## src/gtp_test_defs.svh

```systemverilog
`ifndef GTP_TEST_DEFS_SVH
`define GTP_TEST_DEFS_SVH

// Counter bit that releases the first reset stage
// Later stages follow at the next two bits up
`define GTP_RST_PICK 4

// Heartbeat LED toggles every 2^N cycles
`define GTP_HEARTBEAT_BIT 10

// PRBS-15 start value, must not be zero
`define GTP_PRBS_SEED 15'h7FFF

// Lane word width
`define GTP_WORD_W 16

// Number of LEDs on the board
`define GTP_LED_W 4

`endif
```

## src/gtp_test_pkg.sv

```systemverilog
package gtp_test_pkg;

	// Transmit pattern select
	typedef enum logic [1:0] {
		PAT_COUNT  = 2'd0,
		PAT_PRBS   = 2'd1,
		PAT_IDLE   = 2'd2,
		PAT_SQUARE = 2'd3
	} pattern_e;

	typedef struct packed {
		logic [7:0] byte_hi;
		logic [7:0] byte_lo; // Goes out first on the lane
	} tx_bytes_t;

	// One transmit word, seen whole or as two 8b10b characters
	typedef union packed {
		logic [15:0] raw;
		tx_bytes_t   bytes;
	} tx_word_u;

	localparam logic [7:0] K28_5 = 8'hBC; // Comma
	localparam logic [7:0] D16_2 = 8'h50; // Idle filler

	// Charisk marks the comma byte only
	localparam logic [1:0] CHARISK_IDLE = 2'b01;
	localparam logic [1:0] CHARISK_DATA = 2'b00;

endpackage

```

## src/seq_if.sv

```systemverilog
interface seq_if;

	logic       gen_rst;  // Holds pattern generators
	logic       tx_rst;   // Forces the idle word
	logic       tx_ready; // Lane in data mode
	logic [1:0] stage;    // Stages released so far

	modport seq (
		output gen_rst,
		output tx_rst,
		output tx_ready,
		output stage
	);

	modport user (
		input gen_rst,
		input tx_rst,
		input tx_ready,
		input stage
	);

endinterface

```

## src/gtp_test_top.sv

```systemverilog
`include "gtp_test_defs.svh"

module gtp_test_top
	import gtp_test_pkg::*;
(
	input  logic                   gt1_txusrclk2_i,
	input  logic                   rst_n,
	input  logic [1:0]             pattern_sel,
	input  logic                   inject_err,   // One-cycle pulse
	output logic [`GTP_WORD_W-1:0] txdata,
	output logic [1:0]             txcharisk,
	output logic                   tx_ready,
	output logic [`GTP_LED_W-1:0]  led
);

	pattern_e mode;
	tx_word_u tx_word;

	seq_if seq ();

	assign mode     = pattern_e'(pattern_sel);
	assign txdata   = tx_word.raw;
	assign tx_ready = seq.tx_ready;

	// Staged release after rst_n
	reset_sequencer u_seq (
		.gt1_txusrclk2_i (gt1_txusrclk2_i),
		.rst_n           (rst_n),
		.seq             (seq)
	);

	// Word and charisk to the transceiver
	tx_word_source u_src (
		.gt1_txusrclk2_i (gt1_txusrclk2_i),
		.rst_n           (rst_n),
		.seq             (seq),
		.pattern_sel     (mode),
		.inject_err      (inject_err),
		.txdata          (tx_word),
		.txcharisk       (txcharisk)
	);

	led_status u_led (
		.gt1_txusrclk2_i (gt1_txusrclk2_i),
		.rst_n           (rst_n),
		.seq             (seq),
		.pattern_sel     (mode),
		.led             (led)
	);

endmodule

```

## src/led_status.sv

```systemverilog
`include "gtp_test_defs.svh"

module led_status
	import gtp_test_pkg::*;
(
	input  logic                  gt1_txusrclk2_i,
	input  logic                  rst_n,
	seq_if.user                   seq,
	input  pattern_e              pattern_sel,
	output logic [`GTP_LED_W-1:0] led
);

	logic [`GTP_HEARTBEAT_BIT:0] beat; // Free-running, wraps

	always_ff @(posedge gt1_txusrclk2_i or negedge rst_n) begin
		if (!rst_n) begin
			beat <= '0;
		end else begin
			beat <= beat + 1'b1;
		end
	end

	// LED map
	// 0 lane ready, 1 PRBS, 2 idle, 3 heartbeat
	always_ff @(posedge gt1_txusrclk2_i or negedge rst_n) begin
		if (!rst_n) begin
			led <= '0;
		end else begin
			led[0] <= seq.tx_ready;
			led[1] <= (pattern_sel == PAT_PRBS);
			led[2] <= (pattern_sel == PAT_IDLE);
			led[3] <= beat[`GTP_HEARTBEAT_BIT];
		end
	end

endmodule

```

## src/tx_word_source.sv

```systemverilog
module tx_word_source
	import gtp_test_pkg::*;
(
	input  logic       gt1_txusrclk2_i,
	input  logic       rst_n,
	seq_if.user        seq,
	input  pattern_e   pattern_sel,
	input  logic       inject_err,
	output tx_word_u   txdata,
	output logic [1:0] txcharisk
);

	logic [15:0] count;
	logic [15:0] prbs_word;
	tx_word_u    idle_word;
	tx_word_u    pat_word; // Selected pattern before forcing
	tx_word_u    word_nxt;
	logic        idle_nxt;

	prbs_gen u_prbs (
		.gt1_txusrclk2_i (gt1_txusrclk2_i),
		.rst_n           (rst_n),
		.seq             (seq),
		.prbs_word       (prbs_word)
	);

	// Counter pattern, runs in every mode
	always_ff @(posedge gt1_txusrclk2_i or negedge rst_n) begin
		if (!rst_n) begin
			count <= '0;
		end else if (seq.gen_rst) begin
			count <= '0;
		end else begin
			count <= count + 1'b1;
		end
	end

	// Comma in the low byte so it goes out first
	assign idle_word.bytes = '{byte_hi: D16_2, byte_lo: K28_5};

	always_comb begin
		pat_word.raw = '0;
		case (pattern_sel)
			PAT_COUNT: begin
				pat_word.raw = count;
			end
			PAT_PRBS: begin
				pat_word.raw = prbs_word;
			end
			PAT_IDLE: begin
				pat_word = idle_word;
			end
			PAT_SQUARE: begin
				pat_word.bytes = '{byte_hi: 8'hFF, byte_lo: 8'h00}; // Low-rate square wave
			end
		endcase
	end

	// Idle until the lane is ready, then the chosen pattern
	always_comb begin
		idle_nxt = seq.tx_rst || !seq.tx_ready || (pattern_sel == PAT_IDLE);
		word_nxt = pat_word;
		if (seq.tx_rst || !seq.tx_ready) begin
			word_nxt = idle_word;
		end
		// Commas stay clean so the receiver keeps alignment
		if (inject_err && !idle_nxt) begin
			word_nxt.raw[0] = ~word_nxt.raw[0];
		end
	end

	always_ff @(posedge gt1_txusrclk2_i or negedge rst_n) begin
		if (!rst_n) begin
			txdata.raw <= {D16_2, K28_5};
			txcharisk  <= CHARISK_IDLE;
		end else begin
			txdata    <= word_nxt;
			txcharisk <= idle_nxt ? CHARISK_IDLE : CHARISK_DATA;
		end
	end

endmodule

```

## src/prbs_gen.sv

```systemverilog
`include "gtp_test_defs.svh"

module prbs_gen (
	input  logic        gt1_txusrclk2_i,
	input  logic        rst_n,
	seq_if.user         seq,
	output logic [15:0] prbs_word
);

	logic [14:0] lfsr;      // Last 15 bits sent
	logic [14:0] lfsr_next;

	// Sixteen serial steps of x^15 + x^14 + 1 unrolled into one clock
	// The first new bit lands in the MSB of the word
	always_comb begin : step_blk
		logic [14:0] s;
		logic        fb;
		s         = lfsr;
		fb        = 1'b0;
		prbs_word = '0;
		for (int i = 15; i >= 0; i--) begin
			fb           = s[14] ^ s[13];
			prbs_word[i] = fb;
			s            = {s[13:0], fb};
		end
		lfsr_next = s;
	end

	always_ff @(posedge gt1_txusrclk2_i or negedge rst_n) begin
		if (!rst_n) begin
			lfsr <= `GTP_PRBS_SEED;
		end else if (seq.gen_rst) begin
			lfsr <= `GTP_PRBS_SEED; // Reload until the generators are let go
		end else begin
			lfsr <= lfsr_next;
		end
	end

endmodule

```

## src/reset_sequencer.sv

```systemverilog
`include "gtp_test_defs.svh"

module reset_sequencer (
	input  logic gt1_txusrclk2_i,
	input  logic rst_n,
	seq_if.seq   seq
);

	localparam int CNT_W = `GTP_RST_PICK + 3; // Top bit marks the last stage

	logic [CNT_W-1:0] cnt;
	logic [CNT_W-1:0] cnt_inc;
	logic             gen_rst_q;
	logic             tx_rst_q;
	logic             tx_ready_q;

	// Value the counter takes at this edge
	assign cnt_inc = cnt + 1'b1;

	// Pick-off counter, parks once the top bit is set
	always_ff @(posedge gt1_txusrclk2_i or negedge rst_n) begin
		if (!rst_n) begin
			cnt <= '0;
		end else if (!cnt[CNT_W-1]) begin
			cnt <= cnt_inc;
		end
	end

	// Each stage lets go on its counter bit and stays released
	always_ff @(posedge gt1_txusrclk2_i or negedge rst_n) begin
		if (!rst_n) begin
			gen_rst_q  <= 1'b1;
			tx_rst_q   <= 1'b1;
			tx_ready_q <= 1'b0;
		end else begin
			if (cnt_inc[`GTP_RST_PICK]) begin
				gen_rst_q <= 1'b0;
			end
			if (cnt_inc[`GTP_RST_PICK + 1]) begin
				tx_rst_q <= 1'b0;
			end
			if (cnt_inc[`GTP_RST_PICK + 2]) begin
				tx_ready_q <= 1'b1;
			end
		end
	end

	// Stage count from the sticky flags
	always_comb begin
		if (tx_ready_q) begin
			seq.stage = 2'd3;
		end else if (!tx_rst_q) begin
			seq.stage = 2'd2;
		end else if (!gen_rst_q) begin
			seq.stage = 2'd1;
		end else begin
			seq.stage = 2'd0;
		end
	end

	assign seq.gen_rst  = gen_rst_q;
	assign seq.tx_rst   = tx_rst_q;
	assign seq.tx_ready = tx_ready_q;

endmodule

```

## config.mk

```make
export PLATFORM = sky130hd
export DESIGN_NAME = gtp_test_top
export DESIGN_NICKNAME = d
export VERILOG_FILES = /design/src/gtp_test_pkg.sv /design/src/seq_if.sv /design/src/gtp_test_top.sv /design/src/led_status.sv /design/src/tx_word_source.sv /design/src/prbs_gen.sv /design/src/reset_sequencer.sv
export VERILOG_INCLUDE_DIRS = /design/src /design/src/src
export SDC_FILE = /design/constraint.sdc
export NUM_CORES = 1
export LEC_CHECK = 0
export BUFFER_PORTS_ARGS = -buffer_cell sky130_fd_sc_hd__buf_2
export CAP_MARGIN = 25
export CORE_MARGIN = 5
export CORE_UTILIZATION = 45
export DETAILED_ROUTE_END_ITERATION = 8
export PLACE_DENSITY_LB_ADDON = 0.08
export SETUP_SLACK_MARGIN = 0.3
export SYNTH_ARGS = -nofsm -noshare
export SYNTH_HDL_FRONTEND = slang
export SYNTH_SLANG_ARGS = --single-unit
```

## constraint.sdc

```tcl
create_clock -name gt1_txusrclk2_i -period 4.8 [get_ports gt1_txusrclk2_i]
set_clock_uncertainty 0.2 [all_clocks]
set_input_delay 0.48 -clock gt1_txusrclk2_i [delete_from_list [all_inputs] [get_ports gt1_txusrclk2_i]]
set_output_delay 0.48 -clock gt1_txusrclk2_i [all_outputs]
set_load 0.01 [all_outputs]
```

# After elaboration in Yosys (flattened, before gate mapping)
# Index checks and enable logic that the tools add are counted.
[word_totals] regBits=74 latch_bits=0 ram_bits=0 rom_bits=0 inputBits=5 n_memories=0
[op_classes] n_addsub=3 mul=0 n_div=0 n_lt_le_gt_ge=0 eq_ne=3 shifts=0 muxes=7 bitwise_logic=17 n_reduce_logical=6
[ops] operator="$pmux W16 S4" count=1
[ops] operator="$mux W16" count=2
[ops] operator="$add A16 B1 Y16 const B" count=1
[ops] operator="$xor A1 B1 Y1" count=16
[ops] operator="$mux W15" count=1
[ops] operator="$add A11 B1 Y11 const B" count=1
[ops] operator="$add A7 B1 Y7 const B" count=1
[ops] operator="$mux W7" count=1
[ops] operator="$eq A2 B2 Y1 const B" count=2
[ops] operator="$eq A2 B1 Y1 const B" count=1
[ops] operator="$logic_not A1 Y1" count=2
[ops] operator="$logic_not A2 Y1" count=1
[ops] operator="$logic_or A1 B1 Y1" count=2
[ops] operator="$mux W1" count=2
[ops] operator="$logic_and A1 B1 Y1" count=1
[ops] operator="$not A1 Y1" count=1

# Depth between registers and ports, before layout
# Gate-level depths: netlist of the first run.
[logic_depth] word_depth=6 depth_mapped=5 mapped_depth_nobuf=5

# Hierarchy
# A second synthesis of the first run with hierarchy kept.
[unflattened] hier_cells=283 hier_area_um2=3223.1
[by_module_without_submodules] mod="tx_word_source" instances=1 cells_per_inst=155 area_each_um2=1562.7
[by_module_without_submodules] mod="prbs_gen" instances=1 cells_per_inst=51 area_each_um2=665.6
[by_module_without_submodules] mod="led_status" instances=1 cells_per_inst=39 area_each_um2=551.8
[by_module_without_submodules] mod="reset_sequencer" instances=1 cells_per_inst=38 area_each_um2=442.9

# Worst setup path before layout of the first run
# OpenSTA, ideal clock, no wires.
[synth_path] path_type="reg-to-reg" startpoint="reg u_src.count[0]" endpoint="reg u_src.count[14]" setup_time_ns=0.078 arrival_time_ns=1.471 required_ns=4.522 path_slack_ns=3.052 stages_incl_launch_ff=6 n_path_buf=0 period_less_slack_ns=1.748 path_cell_list="dfrtp_1 ha_1 and3_4 nand2_2 or4_1 a21oi_1"
[synth_via] elab_chain_cells=2
[synth_rtl] element="start: declaration" line="tx_word_source.sv:13" source="logic [15:0] count;"
[synth_rtl] element="start signal: assignment" line="tx_word_source.sv:34" source="count <= count + 1'b1;"
[synth_rtl] element="$add A16 B1 Y16" line="tx_word_source.sv:34"
[synth_rtl] element="$mux W16" line="tx_word_source.sv:31" source="end else if (seq.gen_rst) begin"
# Every way passes these cells.
# A chain may end at the register's enable or synchronous reset.

==> PnR_summary.wiki, run 1 <==
{| class="wikitable"
! Metric !! Value
|-
| Status || finished clean
|-
| Cell family contributing the most delay on the critical path || buffers and inverters
|-
| Area used by multi-input combinational logic || approximately 1200 sq um
|-
| GRT Util Overall || between 10 and 15%
|-
| Commonest cells after routing, fill and taps aside || sky130_fd_sc_hd__dfrtp_1 (48), sky130_fd_sc_hd__nor2_1 (41), sky130_fd_sc_hd__xnor2_1 (27)
|-
| Residual DRC count || 0
|-
| Mean routed wirelength per cell || 13.85 microns
|-
| TritonCTS clock tree || done
|-
| Antenna violations before repair || 0
|-
| Top-Level Pins || 28
|-
| Core region area || 6756 sq um
|-
| Sequential cell area || 1858 sq um
|-
| Initial core utilization || 45.94%
|-
| Mean area per synthesized cell || 11.05 sq um
|-
| Critical Path Sink Type || async pin
|-
| Synth cell types || 35
|-
| Cell depth of the worst hold path || 0
|-
| Via/cell ratio || ~5
|-
| Worst Path Buf+Inv || 3
|-
| Number of enable-type register cells in the synthesized netlist || 0
|-
| Post-synthesis sequential element count || 73
|-
| Total wire length || ~5.5 mm
|-
| Period minus WS final || 1897 ps
|-
| Number of fill cells || roughly 600
|-
| First-pass GRT wire length || 9.321 mm
|-
| Dominant register cell in the synthesized netlist || sky130_fd_sc_hd__dfrtp_1
|-
| Leakage power || 1.632 nW
|-
| Share of synthesized registers carrying an async set or reset || 100.0%
|-
| Max-cap violations || 0
|-
| Share of layout cells above drive strength 1 || 24.05%
|-
| Number of CTS-inserted buffers || 9
|-
| Global route total overflow || 0
|-
| CTS max path bufs || 2
|-
| Power Total || 1.142 mW
|-
| Die Footprint || 8659 sq um
|-
| Die Span Y || slightly above 90 microns
|-
| Number of gates on the worst path with buffers counted || 3
|-
| Resize count post-CTS || 0
|-
| Antenna violation net count after detailed routing || 0
|-
| RSZ-0062 raised after global routing || no
|-
| Worst slew margin relative to its limit || between 50% and 60%
|-
| Pin count of the biggest net entering global routing || 42
|-
| Power density relative to cell area || 324.5 nW/um^2
|-
| Count of warnings emitted by yosys || 0
|-
| Post-Syn Nets || 290
|-
| Count of endpoints failing setup in the final report || 0
|-
| Required time at the endpoint of the critical path || about 5000 ps
|-
| Maximum cell stage delay along the critical path || around 560 ps
|-
| Type of the most critical hold path || reg2reg
|-
| Max-slew violation count || 0
|-
| Area growth from synthesis to final layout || 13.42%
|-
| Width of the die || a little over 90 microns
|-
| Number of DRC violations after detailed-routing iteration 0 || 78
|-
| Nets@finish || 320
|-
| Mapped Cells || roughly 280
|-
| Skew-Pair Late Insertion Delay || 340 ps
|-
| Row count || 30
|-
| Inserted Diodes || 0
|-
| Placer's final routability congestion estimate || 0.7322
|-
| Clock sink count || 73
|-
| Maximum level of the CTS H-tree || 3
|-
| Slowest stage cell on the critical path || sky130_fd_sc_hd__buf_4
|-
| Achievable Freq || 0.5271 GHz
|-
| Vias in the first global route || around 1900
|-
| # port buffers || 26
|-
| Length in cells of the worst reg-to-reg path || 5
|-
| Top fanout value on the critical path || 41
|-
| Most frequent standard cell in the layout excluding fill and tap cells || sky130_fd_sc_hd__dfrtp_1
|-
| Fraction of the yosys area taken by sequential cells || 59.85%
|-
| Arr. time, crit path || about 2100 ps
|-
| Drt first pass iters || 4
|-
| Slew of the pin with the lowest slew margin || 677.4 ps
|-
| Post-route fraction of the period consumed by the critical path || between 30 and 40%
|-
| HPWL Detailed || 3.766 mm
|-
| Critical path startpoint category || input pin
|-
| Cell-by-cell listing of the critical path || dlygate4sd3_1, buf_2, buf_4
|-
| Final Hold Violating Endpoints || 0
|-
| Register-to-register setup slack || approximately 3000 ps
|-
| Via total after detailed routing || ~2000
|-
| Post-synthesis instance area || between 3000 and 4000 sq um
|-
| Total Neg Setup Slack || 0 ps
|-
| Setup CP Type || in2async
|-
| Clock-pin slew on the worst setup and hold paths || 70 ps
|-
| Worst vdd rail ir drop || between 0.1 and 0.15 mV
|-
| Clock root buffer master || sky130_fd_sc_hd__clkbuf_8
|}
-- cell type report --
type                    count  area share, %
clock buffers              12          4.407
clock inverters             4          1.457
inverters                   6         0.6397
multi-input cells         193          33.69
flip-flops and latches     73          52.77
well taps                  80          2.843
repair buffers             28          4.193
-- state kept, by name, indices dropped and copies added, names as in the netlist --
| name | cells |
|---|---|
| u_led.beat | 11 |
| u_led.led | 4 |
| u_seq.cnt | 7 |
| u_seq.seq.gen_rst | 1 |
| u_seq.seq.tx_ready | 1 |
| u_seq.seq.tx_rst | 1 |
| u_src.count | 16 |
| u_src.txcharisk | 1 |
| u_src.txdata | 16 |
| u_src.u_prbs.lfsr | 15 |
-- cells by family after synthesis --
kind of cell / after synthesis / share of synthesized area, %
compound gates: 26 / 4.636
other cells: 1 / 0.1208
flops: 73 / 59.85
simple gates: 115 / 18.38
mux: 3 / 1.048
buf+inv: 15 / 1.935
xor+xnor: 44 / 12.41
fa+ha+maj: 4 / 1.612
-- worst paths after layout --
check | start | to
max reg2reg | u_src.count[0] | u_src.count[14]
max in group gt1_txusrclk2_i | u_src.count[0] | u_src.count[14]
max | rst_n | u_seq.seq.gen_rst
min | u_led.beat[10] | u_led.led[3]
min in group asynchronous | rst_n | u_led.led[2]
min reg2reg | u_led.beat[10] | u_led.led[3]
-- report_power, final --
part	leakage (nW)	total (mW)	internal, mW	switching [mW]
clock	0.103	0.495	0.270	0.225
combinational	0.644	0.0304	0.00712	0.0233
sequential	0.885	0.617	0.617	0.000173
-- metal layers --
| metal | vias to the layer above | wire, microns | share of wire [%] | track usage, % |
|---|---|---|---|---|
| met4 | 0 | 86 | 1.6 | 5.495 |
| li1 | 979 | - | - | - |
| met3 | 8 | 251 | 4.6 | 4.505 |
| met1 | 941 | 2967 | 54 | 20.98 |
| met2 | 39 | 2181 | 40 | 18.30 |
| met5 | - | 0 | 0 | 0 |
-- synthesized netlist by cell type, types with 2 or more instances --
master / count / share of area, %
sky130_fd_sc_hd__and3_1: 2 / 0.40
sky130_fd_sc_hd__nor2b_1: 5 / 1.0
sky130_fd_sc_hd__and2_1: 3 / 0.60
sky130_fd_sc_hd__nand3_1: 13 / 2.1
sky130_fd_sc_hd__and3_4: 2 / 0.73
sky130_fd_sc_hd__xor2_1: 17 / 4.8
sky130_fd_sc_hd__or2_2: 4 / 0.81
sky130_fd_sc_hd__a21oi_1: 8 / 1.3
sky130_fd_sc_hd__o21ai_0: 13 / 2.1
sky130_fd_sc_hd__dfstp_2: 25 / 21
sky130_fd_sc_hd__dfrtp_1: 48 / 39
sky130_fd_sc_hd__nor3_1: 4 / 0.64
sky130_fd_sc_hd__inv_1: 6 / 0.73
sky130_fd_sc_hd__nand2b_1: 15 / 3.0
sky130_fd_sc_hd__clkbuf_1: 8 / 0.97
sky130_fd_sc_hd__nand4_1: 4 / 0.81
sky130_fd_sc_hd__nand2_1: 16 / 1.9
sky130_fd_sc_hd__xnor2_1: 27 / 7.6
sky130_fd_sc_hd__nor2_1: 41 / 5.0
sky130_fd_sc_hd__mux2_2: 2 / 0.73
sky130_fd_sc_hd__ha_1: 4 / 1.6
-- worst reg2reg max path: stages (launching register included) --
cell and delay, ps:
sky130_fd_sc_hd__dfrtp_1 410, sky130_fd_sc_hd__ha_1 260, sky130_fd_sc_hd__and3_4 230, sky130_fd_sc_hd__nand2_2 60, sky130_fd_sc_hd__or4_1 490, sky130_fd_sc_hd__a21oi_1 150
-- repair_timing --
item                                   4_1_cts  5_1_grt
endpoints found under the hold margin       23        0
setup buffers                                0        0
hold buffers                                 1        0
-- through the flow --
step / hold WS, ps / setup slack [ps] / cells / utilization, % / area [sq um]
finish: 200.0 / 2903 / 396 / 52.11 / 3521
global route: 205.7 / 2665 / 396 / 52.11 / 3521
CTS: 203.6 / 2833 / 396 / 52.11 / 3521
detailed placement: 185.9 / 2911 / 379 / 48.91 / 3304
global placement: 181.8 / 2985 / 379 / 48.91 / 3304
floorplan: -15.59 / 3052 / 281 / - / 3104
(Power assumes the default switching activity.)
==> run 2: changes to the inputs <==
==> constraint.sdc (replaced) <==
create_clock -name gt1_txusrclk2_i -period 1.6 [get_ports gt1_txusrclk2_i]
set_clock_uncertainty 0.2 [all_clocks]
set_input_delay 0.16 -clock gt1_txusrclk2_i [delete_from_list [all_inputs] [get_ports gt1_txusrclk2_i]]
set_output_delay 0.16 -clock gt1_txusrclk2_i [all_outputs]
set_load 0.01 [all_outputs]
==> run 2 against run 1 <==
  * The run now ends with negative setup slack left
  * Global-route usage is 2.3 points higher
  * Clock power grew to 3.1 times the previous value
  * Power grew to 3.1 times the previous value
  * Clock-buffer cell count is 1 higher
  * Die area stayed put
  * Register-to-register slack worse by 3000 ps
  * Via count is 15% higher
  * Sequential share of layout area is 11 points lower
  * Sequential cell count stayed put
  * First-iteration DRC count is 40% lower
==> PnR_summary.wiki, run 2 (same netlist as run 1, synthesis figures left out) <==
{| class="wikitable"
! Metric !! Value
|-
| Global route total overflow || 0
|-
| Max-cap violations || 0
|-
| Mean routed wirelength per cell || ~15 microns
|-
| Final Hold Violating Endpoints || 0
|-
| Skew-Pair Late Insertion Delay || approximately 340 ps
|-
| Finished Cell Area || around 4500 sq um
|-
| Setup CP Type || reg2reg
|-
| End of the worst register-to-register path || u_src.count[14]
|-
| Clock root buffer master || sky130_fd_sc_hd__clkbuf_8
|-
| Slowest stage cell on the critical path || sky130_fd_sc_hd__dfrtp_1
|-
| Commonest cells after routing, fill and taps aside || sky130_fd_sc_hd__dfrtp_1 (46), sky130_fd_sc_hd__buf_4 (45), sky130_fd_sc_hd__nor2_1 (36)
|-
| Inst Count DP || 400
|-
| Area of placed instances || 3541 sq um
|-
| Area growth from synthesis to final layout || 44.66%
|-
| CTS max path bufs || 2
|-
| Count of endpoints failing setup in the final report || 1
|-
| Die Span Y || a little over 90 microns
|-
| # port buffers || 26
|-
| Crit Reg-Reg Startpoint || u_src.count[0]
|-
| Cell family contributing the most delay on the critical path || simple AND/OR/NAND/NOR gates
|-
| First-pass GRT wire length || 10.70 mm
|-
| Critical Path Sink Type || flip-flop
|-
| Number of gates on the worst path with buffers counted || 5
|-
| Nets@finish || 381
|-
| Number of fill cells || 479
|-
| Max-slew violation count || 0
|-
| Initial core utilization || 45.94%
|-
| Layout Cells excl Fill || 457
|-
| Top-Level Pins || 28
|-
| Row count || 30
|-
| Via/cell ratio || 4.941
|-
| Clock-pin slew on the worst setup and hold paths || 70 ps
|-
| Share of layout cells above drive strength 1 || 48.81%
|-
| Pin count of the biggest net entering global routing || 74
|-
| Power density relative to cell area || 781.7 nW/um^2
|-
| Antenna violation net count after detailed routing || 0
|-
| Maximum cell stage delay along the critical path || 410 ps
|-
| HPWL Detailed || 4.028 mm
|-
| Antenna violations before repair || 0
|-
| Clock sink count || 73
|-
| Beginning of the critical path || u_src.count[0]
|-
| Vias in the first global route || 2191
|-
| Worst Path Buf+Inv || 0
|-
| Placer's final routability congestion estimate || 0.8184
|-
| Violated checks || negative setup slack
|-
| Required time at the endpoint of the critical path || 1670 ps
|-
| Total wire length || 6.658 mm
|-
| Register-to-register setup slack || -40 ps
|-
| TritonCTS clock tree || done
|-
| Post-route fraction of the period consumed by the critical path || 102.7%
|-
| Worst-case setup margin in the final layout || -43.94 ps
|-
| Inserted Diodes || 0
|-
| Destination of the critical timing path || u_src.count[14]
|-
| Drt first pass iters || 5
|-
| Maximum level of the CTS H-tree || 3
|-
| Hold path start || pattern_sel[0]
|-
| Top Registers || u_src.count (16), u_src.txdata (16), u_src.u_prbs.lfsr (15)
|-
| Cell-by-cell listing of the critical path || ha_2, and3_4, nand2_2, or4_1, a21oi_1
|-
| Critical path startpoint category || flip-flop
|-
| Status || finished with violations
|-
| Core region area || 6756 sq um
|-
| Width of the die || 93.06 microns
|-
| Number of DRC violations after detailed-routing iteration 0 || 47
|-
| Worst vdd rail ir drop || 0.3912 mV
|-
| Type of the most critical hold path || in2reg
|-
| RSZ-0062 raised after global routing || yes
|-
| Arr. time, crit path || 1710 ps
|-
| Die Footprint || 8659 sq um
|-
| Total Neg Setup Slack || -43.94 ps
|-
| GRT Util Overall || between 10% and 20%
|-
| Via total after detailed routing || 2258
|-
| Number of CTS-inserted buffers || 9
|-
| Top fanout value on the critical path || 4
|-
| Period minus WS final || 1644 ps
|-
| Most frequent standard cell in the layout excluding fill and tap cells || sky130_fd_sc_hd__dfrtp_1
|-
| Length in cells of the worst reg-to-reg path || 5
|-
| Achievable Freq || ~0.61 GHz
|-
| Residual DRC count || 0
|-
| Power Total || between 3 and 4 mW
|-
| Leakage power || 2.036 nW
|}
-- run 2: layout make-up --
| class | count | area (sq um) | area share [%] |
|---|---|---|---|
| Clock buffer | 13 | 170.2 | 3.789 |
| Clock inverter | 3 | 46.29 | 1.031 |
| Inverter | 6 | 22.52 | 0.5015 |
| Multi-Input combinational cell | 193 | 1540 | 34.30 |
| Sequential cell | 73 | 1861 | 41.43 |
| Tap cell | 80 | 100.1 | 2.229 |
| Timing Repair Buffer | 89 | 750.7 | 16.72 |
-- run 2: worst min-delay path by stage --
stage          cells past startpoint         endpoint
2_1_floorplan                      0    u_led.beat[0]
5_1_grt                            2     u_led.led[1]
6_report                           2     u_led.led[1]
3_3_place_gp                       2  u_src.txdata[6]
3_5_place_dp                       2  u_src.txdata[6]
4_1_cts                            2     u_led.led[1]
-- run 2: worst reg2reg max path: stages, from the launching register on --
cell,delay (ps)
sky130_fd_sc_hd__dfrtp_1,410
sky130_fd_sc_hd__ha_2,210
sky130_fd_sc_hd__and3_4,190
sky130_fd_sc_hd__nand2_2,60
sky130_fd_sc_hd__or4_1,390
sky130_fd_sc_hd__a21oi_1,130
-- run 2: what timing repair did --
item                                   in CTS  in global routing
setup endpoints to repair                  47                 55
gates resized for setup                    46                 39
buffers inserted                           18                 19
hold buffers                                4                  0
pin swaps                                  35                 29
endpoints found under the hold margin      81                  0
-- run 2: where the power goes --
part	total (mW)	internal (mW)	switching, mW	leakage (nW)
Sequential	1.85	1.85	0.000467	0.881
Combinational	0.121	0.0404	0.0809	1.05
Clock	1.54	0.863	0.676	0.105
Total	3.51	2.75	0.758	2.04
-- run 2: metrics by stage --
step	hold WS, ps	utilization, %	setup slack (ps)
final	117.7	66.46	-43.94
after global routing	118.0	66.46	-104.1
after CTS	86.34	61.96	-0.8953
after detailed placement	18.30	52.41	-32.21
after global placement	19.28	52.41	-5.485
after floorplan	-335.6	-	-12.04
-- run 2: per-layer routing --
layer	global-route usage [%]	vias up	part of all wire (%)
met5	0	-	0
met4	5.617	0	1.4
met3	4.907	9	4.6
met2	24.42	52	48
met1	22.18	1101	46
li1	-	1096	-
